==> src/hw/srt_div_defs.svh <==
`ifndef SRT_DIV_DEFS_SVH
`define SRT_DIV_DEFS_SVH

// ==============================
// datapath widths
// ==============================
// significand in, one word
`define FRAC_W 53
// quotient out, 53 bits plus one guard bit
`define QUO_W 54
// carry-save remainder, 3 guard bits over the significand and 5 below
`define REM_W 61
// significand times a 5-bit scaling factor
`define SCALED_W 58
`define SCALE_W 5
// top remainder bits that feed digit selection
`define EST_W 6

// ==============================
// iteration
// ==============================
`define STAGES_PER_CYCLE 3
`define FP16_FRAC_W 11
`define FP32_FRAC_W 24
`define FP64_FRAC_W 53
// six quotient bits per cycle
`define ITER_FP16 2
`define ITER_FP32 4
`define ITER_FP64 9
`define ITER_CNT_W 4

`endif

==> src/hw/srt_div_pkg.sv <==
package srt_div_pkg;

	// ==============================
	// controller states
	// ==============================
	typedef enum logic [1:0] {
		DIV_IDLE = 2'd0,
		DIV_ITER = 2'd1,
		DIV_POST = 2'd2,
		DIV_DONE = 2'd3
	} div_state_e;

	// operand format, code 3 is not used
	typedef enum logic [1:0] {
		FMT_FP16 = 2'd0,
		FMT_FP32 = 2'd1,
		FMT_FP64 = 2'd2
	} fp_fmt_e;

	// one-hot radix-4 digit, -2 in the msb down to +2 in the lsb
	typedef enum logic [4:0] {
		DIG_NEG2 = 5'b10000,
		DIG_NEG1 = 5'b01000,
		DIG_ZERO = 5'b00100,
		DIG_POS1 = 5'b00010,
		DIG_POS2 = 5'b00001
	} quo_dig_e;

endpackage

==> src/hw/srt_rem_if.sv <==
`timescale 1ns/1ps
`include "srt_div_defs.svh"

// iteration state, from the SRT core to the post stage
interface srt_rem_if;

	// remainder in carry-save form
	logic [`REM_W-1:0]    rem_sum;
	logic [`REM_W-1:0]    rem_carry;
	// scaled divisor, held for the whole division
	logic [`SCALED_W-1:0] divisor;
	// redundant quotient, positive and negative digits apart
	logic [`QUO_W-1:0]    quo_pos;
	logic [`QUO_W-1:0]    quo_neg;

	// core side owns every register
	modport core (
		output rem_sum, rem_carry, divisor, quo_pos, quo_neg
	);

	// post stage only reads
	modport post (
		input rem_sum, rem_carry, divisor, quo_pos, quo_neg
	);

endinterface

==> src/hw/div_ctrl.sv <==
`timescale 1ns/1ps
`include "srt_div_defs.svh"

module div_ctrl
	import srt_div_pkg::*;
(
	input  logic    clk,
	input  logic    rst_n,
	input  logic    start_valid_i,
	input  logic    flush_i,
	input  logic    finish_ready_i,
	input  fp_fmt_e fp_format_i,
	output logic    start_ready_o,
	output logic    finish_valid_o,
	output logic    load_o,
	output logic    iter_o,
	output logic    capture_o
);

	div_state_e             state_q;
	div_state_e             state_d;
	logic [`ITER_CNT_W-1:0] cnt_q;
	logic [`ITER_CNT_W-1:0] cnt_init;

	// ==============================
	// iteration count per format
	// ==============================
	// loaded as N-1 so that zero marks the last iteration cycle
	always_comb begin
		case (fp_format_i)
			FMT_FP16: cnt_init = `ITER_CNT_W'(`ITER_FP16 - 1);
			FMT_FP32: cnt_init = `ITER_CNT_W'(`ITER_FP32 - 1);
			default:  cnt_init = `ITER_CNT_W'(`ITER_FP64 - 1);
		endcase
	end

	// format is sampled every idle cycle, so the accept edge keeps the right count
	always_ff @(posedge clk) begin
		if (state_q == DIV_IDLE)
			cnt_q <= cnt_init;
		else if (state_q == DIV_ITER)
			cnt_q <= cnt_q - `ITER_CNT_W'(1);
	end

	// ==============================
	// state machine
	// ==============================
	always_comb begin
		state_d = state_q;
		case (state_q)
			DIV_IDLE: if (start_valid_i) state_d = DIV_ITER;
			DIV_ITER: if (cnt_q == '0) state_d = DIV_POST;
			DIV_POST: state_d = DIV_DONE;
			DIV_DONE: if (finish_ready_i) state_d = DIV_IDLE;
			default:  state_d = DIV_IDLE;
		endcase
		// flush wins over any handshake
		if (flush_i)
			state_d = DIV_IDLE;
	end

	always_ff @(posedge clk or negedge rst_n) begin
		if (!rst_n)
			state_q <= DIV_IDLE;
		else
			state_q <= state_d;
	end

	// decoded state levels
	assign start_ready_o  = (state_q == DIV_IDLE);
	assign load_o         = (state_q == DIV_IDLE);
	assign iter_o         = (state_q == DIV_ITER);
	assign capture_o      = (state_q == DIV_POST);
	assign finish_valid_o = (state_q == DIV_DONE);

endmodule

==> src/hw/div_post.sv <==
`timescale 1ns/1ps
`include "srt_div_defs.svh"

module div_post (
	input  logic              clk,
	input  logic              capture_i,
	srt_rem_if.post           rem,
	output logic [`QUO_W-1:0] quo_o
);

	logic [`REM_W-1:0] div_ext;
	logic [`REM_W-1:0] rem_raw;
	logic [`REM_W-1:0] rem_fix;
	logic [`REM_W-1:0] rem_dbl;
	logic              rem_neg;
	logic              half_bit;
	logic [`QUO_W-1:0] quo_nr;
	logic [`QUO_W-1:0] quo_fix;

	assign div_ext = {1'b0, rem.divisor, {(`REM_W - `SCALED_W - 1){1'b0}}};

	// ==============================
	// sign correction
	// ==============================
	// full carry-propagate add, only its sign matters for the quotient
	assign rem_raw = rem.rem_sum + rem.rem_carry;
	assign rem_neg = rem_raw[`REM_W-1];

	// redundant to binary, wraps cleanly since the true value fits
	assign quo_nr  = rem.quo_pos - rem.quo_neg;
	assign quo_fix = rem_neg ? quo_nr - `QUO_W'(1) : quo_nr;

	// remainder that goes with the corrected quotient, in [0, D)
	assign rem_fix = rem_neg ? rem_raw + div_ext : rem_raw;

	// one more radix-2 step gives the low quotient bit
	assign rem_dbl  = {rem_fix[`REM_W-2:0], 1'b0} - div_ext;
	assign half_bit = ~rem_dbl[`REM_W-1];

	// result stays put through the finish handshake
	always_ff @(posedge clk) begin
		if (capture_i)
			quo_o <= {quo_fix[`QUO_W-2:0], half_bit};
	end

endmodule

==> src/hw/div_prescale.sv <==
`timescale 1ns/1ps
`include "srt_div_defs.svh"

module div_prescale
	import srt_div_pkg::*;
(
	input  fp_fmt_e               fp_format_i,
	input  logic [`FRAC_W-1:0]    a_frac_i,
	input  logic [`FRAC_W-1:0]    b_frac_i,
	output logic [`REM_W-1:0]     rem_init_o,
	output logic [`SCALED_W-1:0]  divisor_o
);

	logic [`FRAC_W-1:0]   a_al;
	logic [`FRAC_W-1:0]   b_al;
	logic [2:0]           scale_sel;
	logic [`SCALE_W-1:0]  scale;
	logic [`SCALED_W-1:0] x_scaled;
	logic [`SCALED_W-1:0] d_scaled;
	logic                 x_lt_d;

	// ==============================
	// format alignment
	// ==============================
	// significands arrive right aligned, move the leading one to the msb
	always_comb begin
		case (fp_format_i)
			FMT_FP16: begin
				a_al = {a_frac_i[`FP16_FRAC_W-1:0], {(`FRAC_W - `FP16_FRAC_W){1'b0}}};
				b_al = {b_frac_i[`FP16_FRAC_W-1:0], {(`FRAC_W - `FP16_FRAC_W){1'b0}}};
			end
			FMT_FP32: begin
				a_al = {a_frac_i[`FP32_FRAC_W-1:0], {(`FRAC_W - `FP32_FRAC_W){1'b0}}};
				b_al = {b_frac_i[`FP32_FRAC_W-1:0], {(`FRAC_W - `FP32_FRAC_W){1'b0}}};
			end
			default: begin
				a_al = a_frac_i[`FP64_FRAC_W-1:0];
				b_al = b_frac_i[`FP64_FRAC_W-1:0];
			end
		endcase
	end

	// ==============================
	// scaling factor
	// ==============================
	// three divisor bits below the leading one
	assign scale_sel = b_al[`FRAC_W-2 -: 3];

	// factor in sixteenths, brings the divisor into [63/64, 9/8)
	always_comb begin
		case (scale_sel)
			3'd0:    scale = `SCALE_W'(16);
			3'd1:    scale = `SCALE_W'(14);
			3'd2:    scale = `SCALE_W'(13);
			3'd3:    scale = `SCALE_W'(12);
			3'd4:    scale = `SCALE_W'(11);
			3'd5:    scale = `SCALE_W'(10);
			default: scale = `SCALE_W'(9);
		endcase
	end

	// both operands get the same factor, the ratio is unchanged
	assign x_scaled = a_al * scale;
	assign d_scaled = b_al * scale;
	assign x_lt_d   = (x_scaled < d_scaled);

	// ==============================
	// initial remainder
	// ==============================
	// w0 lands in [D/4, D/2) either way, inside the 2D/3 bound
	assign rem_init_o = x_lt_d ?
		{{(`REM_W - `SCALED_W - 1){1'b0}}, x_scaled, 1'b0} :
		{{(`REM_W - `SCALED_W){1'b0}}, x_scaled};

	assign divisor_o = d_scaled;

endmodule

==> src/hw/div_r4_stage.sv <==
`timescale 1ns/1ps
`include "srt_div_defs.svh"

module div_r4_stage
	import srt_div_pkg::*;
(
	input  logic [`REM_W-1:0]    sum_i,
	input  logic [`REM_W-1:0]    carry_i,
	input  logic [`SCALED_W-1:0] divisor_i,
	input  logic [`QUO_W-1:0]    quo_pos_i,
	input  logic [`QUO_W-1:0]    quo_neg_i,
	output logic [`REM_W-1:0]    sum_o,
	output logic [`REM_W-1:0]    carry_o,
	output logic [`QUO_W-1:0]    quo_pos_o,
	output logic [`QUO_W-1:0]    quo_neg_o
);

	// selection thresholds on 4w in eighths
	// low side is one lower since the truncated estimate only rounds down
	localparam logic signed [`EST_W-1:0] TH_POS2 = 12;
	localparam logic signed [`EST_W-1:0] TH_POS1 = 4;
	localparam logic signed [`EST_W-1:0] TH_ZERO = -4;
	localparam logic signed [`EST_W-1:0] TH_NEG1 = -13;

	logic signed [`EST_W-1:0] est;
	quo_dig_e                 dig;
	logic [`REM_W-1:0]        div_ext;
	logic [`REM_W-1:0]        sum_sh;
	logic [`REM_W-1:0]        carry_sh;
	logic [`REM_W-1:0]        addend;
	logic [`REM_W-1:0]        maj;
	logic                     cin;

	// ==============================
	// digit selection
	// ==============================
	// bits under the two guard bits, once shifted they weigh -4 down to 1/8
	assign est = sum_i[`REM_W-3 -: `EST_W] + carry_i[`REM_W-3 -: `EST_W];

	always_comb begin
		if (est >= TH_POS2)
			dig = DIG_POS2;
		else if (est >= TH_POS1)
			dig = DIG_POS1;
		else if (est >= TH_ZERO)
			dig = DIG_ZERO;
		else if (est >= TH_NEG1)
			dig = DIG_NEG1;
		else
			dig = DIG_NEG2;
	end

	// ==============================
	// remainder update
	// ==============================
	// divisor unit aligned with the remainder unit, bit REM_W-3
	assign div_ext = {1'b0, divisor_i, {(`REM_W - `SCALED_W - 1){1'b0}}};

	// subtract q*D, positive digits go in as one's complement plus cin
	always_comb begin
		addend = '0;
		cin    = 1'b0;
		case (dig)
			DIG_POS2: begin
				addend = ~{div_ext[`REM_W-2:0], 1'b0};
				cin    = 1'b1;
			end
			DIG_POS1: begin
				addend = ~div_ext;
				cin    = 1'b1;
			end
			DIG_NEG1: addend = div_ext;
			DIG_NEG2: addend = {div_ext[`REM_W-2:0], 1'b0};
			default:  addend = '0;
		endcase
	end

	// 4w, bits shifted out on top are only sign copies
	assign sum_sh   = {sum_i[`REM_W-3:0], 2'b00};
	assign carry_sh = {carry_i[`REM_W-3:0], 2'b00};

	// 3:2 compressor, the free carry lsb takes the +1
	assign maj     = (sum_sh & carry_sh) | (sum_sh & addend) | (carry_sh & addend);
	assign sum_o   = sum_sh ^ carry_sh ^ addend;
	assign carry_o = {maj[`REM_W-2:0], cin};

	// append two bits to the redundant quotient
	assign quo_pos_o = {quo_pos_i[`QUO_W-3:0], dig == DIG_POS2, dig == DIG_POS1};
	assign quo_neg_o = {quo_neg_i[`QUO_W-3:0], dig == DIG_NEG2, dig == DIG_NEG1};

endmodule

==> src/hw/div_srt_core.sv <==
`timescale 1ns/1ps
`include "srt_div_defs.svh"

module div_srt_core (
	input  logic                 clk,
	input  logic                 load_i,
	input  logic                 iter_i,
	input  logic [`REM_W-1:0]    rem_init_i,
	input  logic [`SCALED_W-1:0] divisor_i,
	srt_rem_if.core              rem
);

	logic [`REM_W-1:0]    sum_q;
	logic [`REM_W-1:0]    carry_q;
	logic [`SCALED_W-1:0] divisor_q;
	logic [`QUO_W-1:0]    pos_q;
	logic [`QUO_W-1:0]    neg_q;

	// stage chain, entry 0 is the register side
	logic [`REM_W-1:0] sum_c   [0:`STAGES_PER_CYCLE];
	logic [`REM_W-1:0] carry_c [0:`STAGES_PER_CYCLE];
	logic [`QUO_W-1:0] pos_c   [0:`STAGES_PER_CYCLE];
	logic [`QUO_W-1:0] neg_c   [0:`STAGES_PER_CYCLE];

	assign sum_c[0]   = sum_q;
	assign carry_c[0] = carry_q;
	assign pos_c[0]   = pos_q;
	assign neg_c[0]   = neg_q;

	// ==============================
	// three radix-4 steps per cycle
	// ==============================
	div_r4_stage u_stage0 (
		.sum_i(sum_c[0]), .carry_i(carry_c[0]), .divisor_i(divisor_q),
		.quo_pos_i(pos_c[0]), .quo_neg_i(neg_c[0]),
		.sum_o(sum_c[1]), .carry_o(carry_c[1]), .quo_pos_o(pos_c[1]), .quo_neg_o(neg_c[1])
	);

	div_r4_stage u_stage1 (
		.sum_i(sum_c[1]), .carry_i(carry_c[1]), .divisor_i(divisor_q),
		.quo_pos_i(pos_c[1]), .quo_neg_i(neg_c[1]),
		.sum_o(sum_c[2]), .carry_o(carry_c[2]), .quo_pos_o(pos_c[2]), .quo_neg_o(neg_c[2])
	);

	div_r4_stage u_stage2 (
		.sum_i(sum_c[2]), .carry_i(carry_c[2]), .divisor_i(divisor_q),
		.quo_pos_i(pos_c[2]), .quo_neg_i(neg_c[2]),
		.sum_o(sum_c[3]), .carry_o(carry_c[3]), .quo_pos_o(pos_c[3]), .quo_neg_o(neg_c[3])
	);

	// load while idle, step while iterating, hold otherwise
	always_ff @(posedge clk) begin
		if (load_i) begin
			sum_q     <= rem_init_i;
			carry_q   <= '0;
			divisor_q <= divisor_i;
			pos_q     <= '0;
			neg_q     <= '0;
		end else if (iter_i) begin
			sum_q   <= sum_c[`STAGES_PER_CYCLE];
			carry_q <= carry_c[`STAGES_PER_CYCLE];
			pos_q   <= pos_c[`STAGES_PER_CYCLE];
			neg_q   <= neg_c[`STAGES_PER_CYCLE];
		end
	end

	assign rem.rem_sum   = sum_q;
	assign rem.rem_carry = carry_q;
	assign rem.divisor   = divisor_q;
	assign rem.quo_pos   = pos_q;
	assign rem.quo_neg   = neg_q;

endmodule

==> src/hw/srt_frac_div.sv <==
`timescale 1ns/1ps
`include "srt_div_defs.svh"

module srt_frac_div
	import srt_div_pkg::*;
(
	input  logic              clk,
	input  logic              rst_n,
	input  logic              start_valid_i,
	output logic              start_ready_o,
	input  logic              flush_i,
	input  fp_fmt_e           fp_format_i,
	input  logic [`FRAC_W-1:0] a_frac_i,
	input  logic [`FRAC_W-1:0] b_frac_i,
	output logic              finish_valid_o,
	input  logic              finish_ready_i,
	output logic [`QUO_W-1:0] fpdiv_frac_o
);

	// control levels
	logic load;
	logic iter;
	logic capture;

	// prescaler into the core
	logic [`REM_W-1:0]    rem_init;
	logic [`SCALED_W-1:0] divisor;

	// iteration state, core to post
	srt_rem_if u_rem_if ();

	// ==============================
	// control
	// ==============================
	div_ctrl u_ctrl (
		.clk            (clk),
		.rst_n          (rst_n),
		.start_valid_i  (start_valid_i),
		.flush_i        (flush_i),
		.finish_ready_i (finish_ready_i),
		.fp_format_i    (fp_format_i),
		.start_ready_o  (start_ready_o),
		.finish_valid_o (finish_valid_o),
		.load_o         (load),
		.iter_o         (iter),
		.capture_o      (capture)
	);

	// ==============================
	// datapath
	// ==============================
	div_prescale u_prescale (
		.fp_format_i (fp_format_i),
		.a_frac_i    (a_frac_i),
		.b_frac_i    (b_frac_i),
		.rem_init_o  (rem_init),
		.divisor_o   (divisor)
	);

	div_srt_core u_core (
		.clk        (clk),
		.load_i     (load),
		.iter_i     (iter),
		.rem_init_i (rem_init),
		.divisor_i  (divisor),
		.rem        (u_rem_if.core)
	);

	div_post u_post (
		.clk       (clk),
		.capture_i (capture),
		.rem       (u_rem_if.post),
		.quo_o     (fpdiv_frac_o)
	);

endmodule

==> config.mk <==
export PLATFORM = sky130hd
export DESIGN_NAME = srt_frac_div
export DESIGN_NICKNAME = d
export VERILOG_FILES = /design/src/hw/srt_div_pkg.sv /design/src/hw/srt_rem_if.sv /design/src/hw/div_ctrl.sv /design/src/hw/div_post.sv /design/src/hw/div_prescale.sv /design/src/hw/div_r4_stage.sv /design/src/hw/div_srt_core.sv /design/src/hw/srt_frac_div.sv
export VERILOG_INCLUDE_DIRS = /design/src /design/src/hw
export SDC_FILE = /design/constraint.sdc
export NUM_CORES = 2
export LEC_CHECK = 0
export ABC_AREA = 1
export BUFFER_PORTS_ARGS = -buffer_cell sky130_fd_sc_hd__buf_2
export CORE_ASPECT_RATIO = 0.8
export CORE_MARGIN = 5
export CORE_UTILIZATION = 33
export DETAILED_ROUTE_END_ITERATION = 8
export GPL_TIMING_DRIVEN = 1
export PLACE_DENSITY_LB_ADDON = 0.08
export SYNTH_ARGS = -nofsm -noshare
export SYNTH_HDL_FRONTEND = slang
export SYNTH_SLANG_ARGS = --single-unit
export TNS_END_PERCENT = 5
==> constraint.sdc <==
create_clock -name clk -period 11.8 [get_ports clk]
set_input_delay 1.77 -clock clk [delete_from_list [all_inputs] [get_ports clk]]
set_output_delay 1.77 -clock clk [all_outputs]
set_load 0.03 [all_outputs]
==> results.yml <==
critical_path:
  worstPathArrival_ns: 11.11
  r2r_end: "u_core.rem.rem_sum[46]"
  cpPeakStageDelay_ns: 0.74
  cp.required_ns: 12.13
  r2r_cells: 43
  crit_end: "u_core.rem.rem_sum[2]"
  cp-start-kind: "input port"
  critical_path.slowest_cell: "o311ai_0"
  startpoint: "fp_format_i[1]"
  end_kind: "flip-flop"
  crit_fanout: 52
  critPathMostFrequentCell: "nand2_1"
  worst-setup-path-type: "input port to flip-flop"
  timing.reg2reg.setup_slack_ns: 1.51
  timing.rr.start: "u_core.rem.rem_sum[53]"
floorplanning:
  die_w_um: 452
  start_util_pct: 33.3
  dieArea_sq_um: 165000
  fp.coreArea_sq_um: 155000
  pin_count: 169
  num_rows: 129
  die_y_um: 364
global_route:
  grt_overflow: 0
  grt_pass1_vias: 48000
  grt_pass1_wl_mm: 319
  track_usage_pct: 25.3
  grt_max_degree: 165
  antenna_found_initial: 2
timing:
  finalCriticalPeriod_ns: 10.78
  maxSlewHeadroom_pct: 23.3
  fin_worst_skew_ns: 0.0423
  worst_slew_pin_slew_ns: 1.14
  rsz0062_at_grt: "no"
  fin_crit_sh_pct: 91.3
  max_freq_mhz: 92.8
  finalMaxSlewViolations: 0
  fin_tns_setup_ns: 0
  hold_viol: 0
  timing.final.ws_setup_ns: 1.02
  setup_viol: 0
status:
  outcome: "finished clean"
drt:
  post_drt_wl_per_cell_um: 22.7
  finalWirelength_mm: 212
  ant_nets: 0
  vias: 49500
  detail_route.first_pass.iterations: 6
  drt_iter0_drc: 5057
  via_per_inst: 5.32
  drc: 0
synth:
  synth_ff_type: "edfxtp_1"
  synth_area_leaders: "fa_1 (18%), ha_1 (11%), edfxtp_1 (10%), nand2_1 (10%), inv_1 (9.3%)"
  avgSynthCellArea_sq_um: 7.22
  syn_area_sq_um: 51600
  synth_top_area_share_pct: 18.3
  synth_edf_count: 177
  seq_area_frac_synth_pct: 16.8
  ys_async_sr_fraction_pct: 0.581
  synth-seq-cells: 344
  synth_top_area_cell: "fa_1"
  yosysMostFrequentCell: "nand2_1"
  netlist_top_cells_count: "nand2_1 (1415), inv_1 (1285), nor2_1 (647)"
  syn-instance-count: 7154
  synth_warnings: 0
  synth_cell_types: 71
clocking:
  cts_setup_buffers: 0
  htreeDepth: 2
  clk_pin_slew_ns: 0.06
  cts_max_path_buffers: 3
  postCtsResizedCells: 0
  cts_tree: "yes"
  cts.sinks: 344
  worstSkewPairLatency_ns: 0.63
  numCtsBuffers: 46
  cts_root_buffer: "clkbuf_16"
  hold_buffers: 0
placement:
  dp_hpwl_mm: 176
  gp_congestion: 0.985
  dp_slack_ns: 0.563
  portBuffers: 168
final_layout:
  drive_gt1_share_pct: 5.26
  regArea_sq_um: 8670
  syn2layout_area_growth_pct: 8.99
  fillerInstances: 16800
  diodes: 0
  fin_nets: 8202
  multiInputGateArea_sq_um: 37100
worst_hold_path:
  hold_class: "flip-flop to flip-flop"
job:
  drv_cap: 0
==> routing by layer <==
layer | track usage, % | wire length (um) | up-vias
met5 | 0 | 0 | -
met4 | 3.43 | 2900 | 0
met3 | 4.27 | 17200 | 132
met2 | 34.1 | 79300 | 1827
met1 | 42.0 | 112000 | 24100
li1 | - | - | 23500
==> stage by stage <==
| step | util [%] | cells | hold slack [ns] | instance area (sq um) |
|---|---|---|---|---|
| after floorplan | - | 7157 | 0.445 | 51600 |
| after global placement | 35.3 | 9228 | 0.458 | 54700 |
| after detailed placement | 35.3 | 9228 | 0.470 | 54700 |
| after CTS | 36.3 | 9314 | 0.479 | 56300 |
| after global routing | 36.3 | 9314 | 0.505 | 56300 |
| final | 36.3 | 9314 | 0.475 | 56300 |
==> layout make-up <==
class | instances | share of cell area (%)
Multi-Input combinational cell | 5252 | 66.0
Sequential cell | 344 | 15.4
Inverter | 1300 | 8.68
Tap cell | 2096 | 4.66
Timing Repair Buffer | 236 | 2.53
Clock buffer | 62 | 2.36
Clock inverter | 24 | 0.396
==> kinds of logic (layout without fill, tap and decap cells) <==
| family | after synthesis | count (layout) | synth area share (%) |
|---|---|---|---|
| adder cells (fa/ha/maj) | 909 | 909 | 28.9 |
| AND/OR/NAND/NOR | 2471 | 2471 | 19.4 |
| buffers and inverters | 1561 | 1622 | 11.5 |
| other | 2 | 5 | 0.0145 |
| AO/OA/AOI/OAI | 1548 | 1548 | 18.0 |
| XOR/XNOR | 319 | 319 | 5.41 |
| flip-flops | 344 | 344 | 16.8 |
==> critical path, delay by kind of cell <==
family	cells	cell delay, ns
AO/OA/AOI/OAI	11	3.22
XOR/XNOR	1	0.42
adder cells (fa/ha/maj)	5	2.23
buffers and inverters	8	1.73
AND/OR/NAND/NOR	14	1.71
==> worst min path at each step <==
stage	startpoint	to	slack, ns	cells after the start
detailed placement	u_core.rem.rem_carry[57]	u_core.rem.rem_carry[57]	0.47	2
finish	u_core.rem.rem_carry[57]	u_core.rem.rem_carry[57]	0.47	2
CTS	u_core.rem.rem_carry[57]	u_core.rem.rem_carry[57]	0.48	2
global placement	u_core.rem.rem_carry[57]	u_core.rem.rem_carry[57]	0.46	2
global route	u_core.rem.quo_neg[47]	u_core.rem.quo_neg[47]	0.51	2
floorplan	u_core.rem.rem_carry[56]	u_core.rem.rem_carry[56]	0.45	2
==> cell usage in the layout, fill, tap and decap left out, types with 106 or more instances in the layout <==
cell,n
xnor2_1,107
xor2_1,212
fa_1,473
nand2_1,1409
nand3_1,241
inv_1,1285
a221oi_1,106
nor2_1,640
o21ai_0,326
edfxtp_1,177
dfxtp_1,165
a21oi_1,484
o22ai_1,230
ha_1,433
buf_2,168
==> sequential cells by signal, summed over array words and instances (netlist names) <==
| signal | count |
|---|---|
| u_core.rem.divisor | 58 |
| u_core.rem.quo_neg | 53 |
| u_core.rem.quo_pos | 53 |
| u_core.rem.rem_carry | 59 |
| u_core.rem.rem_sum | 61 |
| u_ctrl.cnt_q | 4 |
| u_ctrl.state_q | 2 |
| u_post.quo_o | 54 |
Power is not shown: default switching activity piles up to over one toggle a cycle in this logic, so the estimate is an artifact.
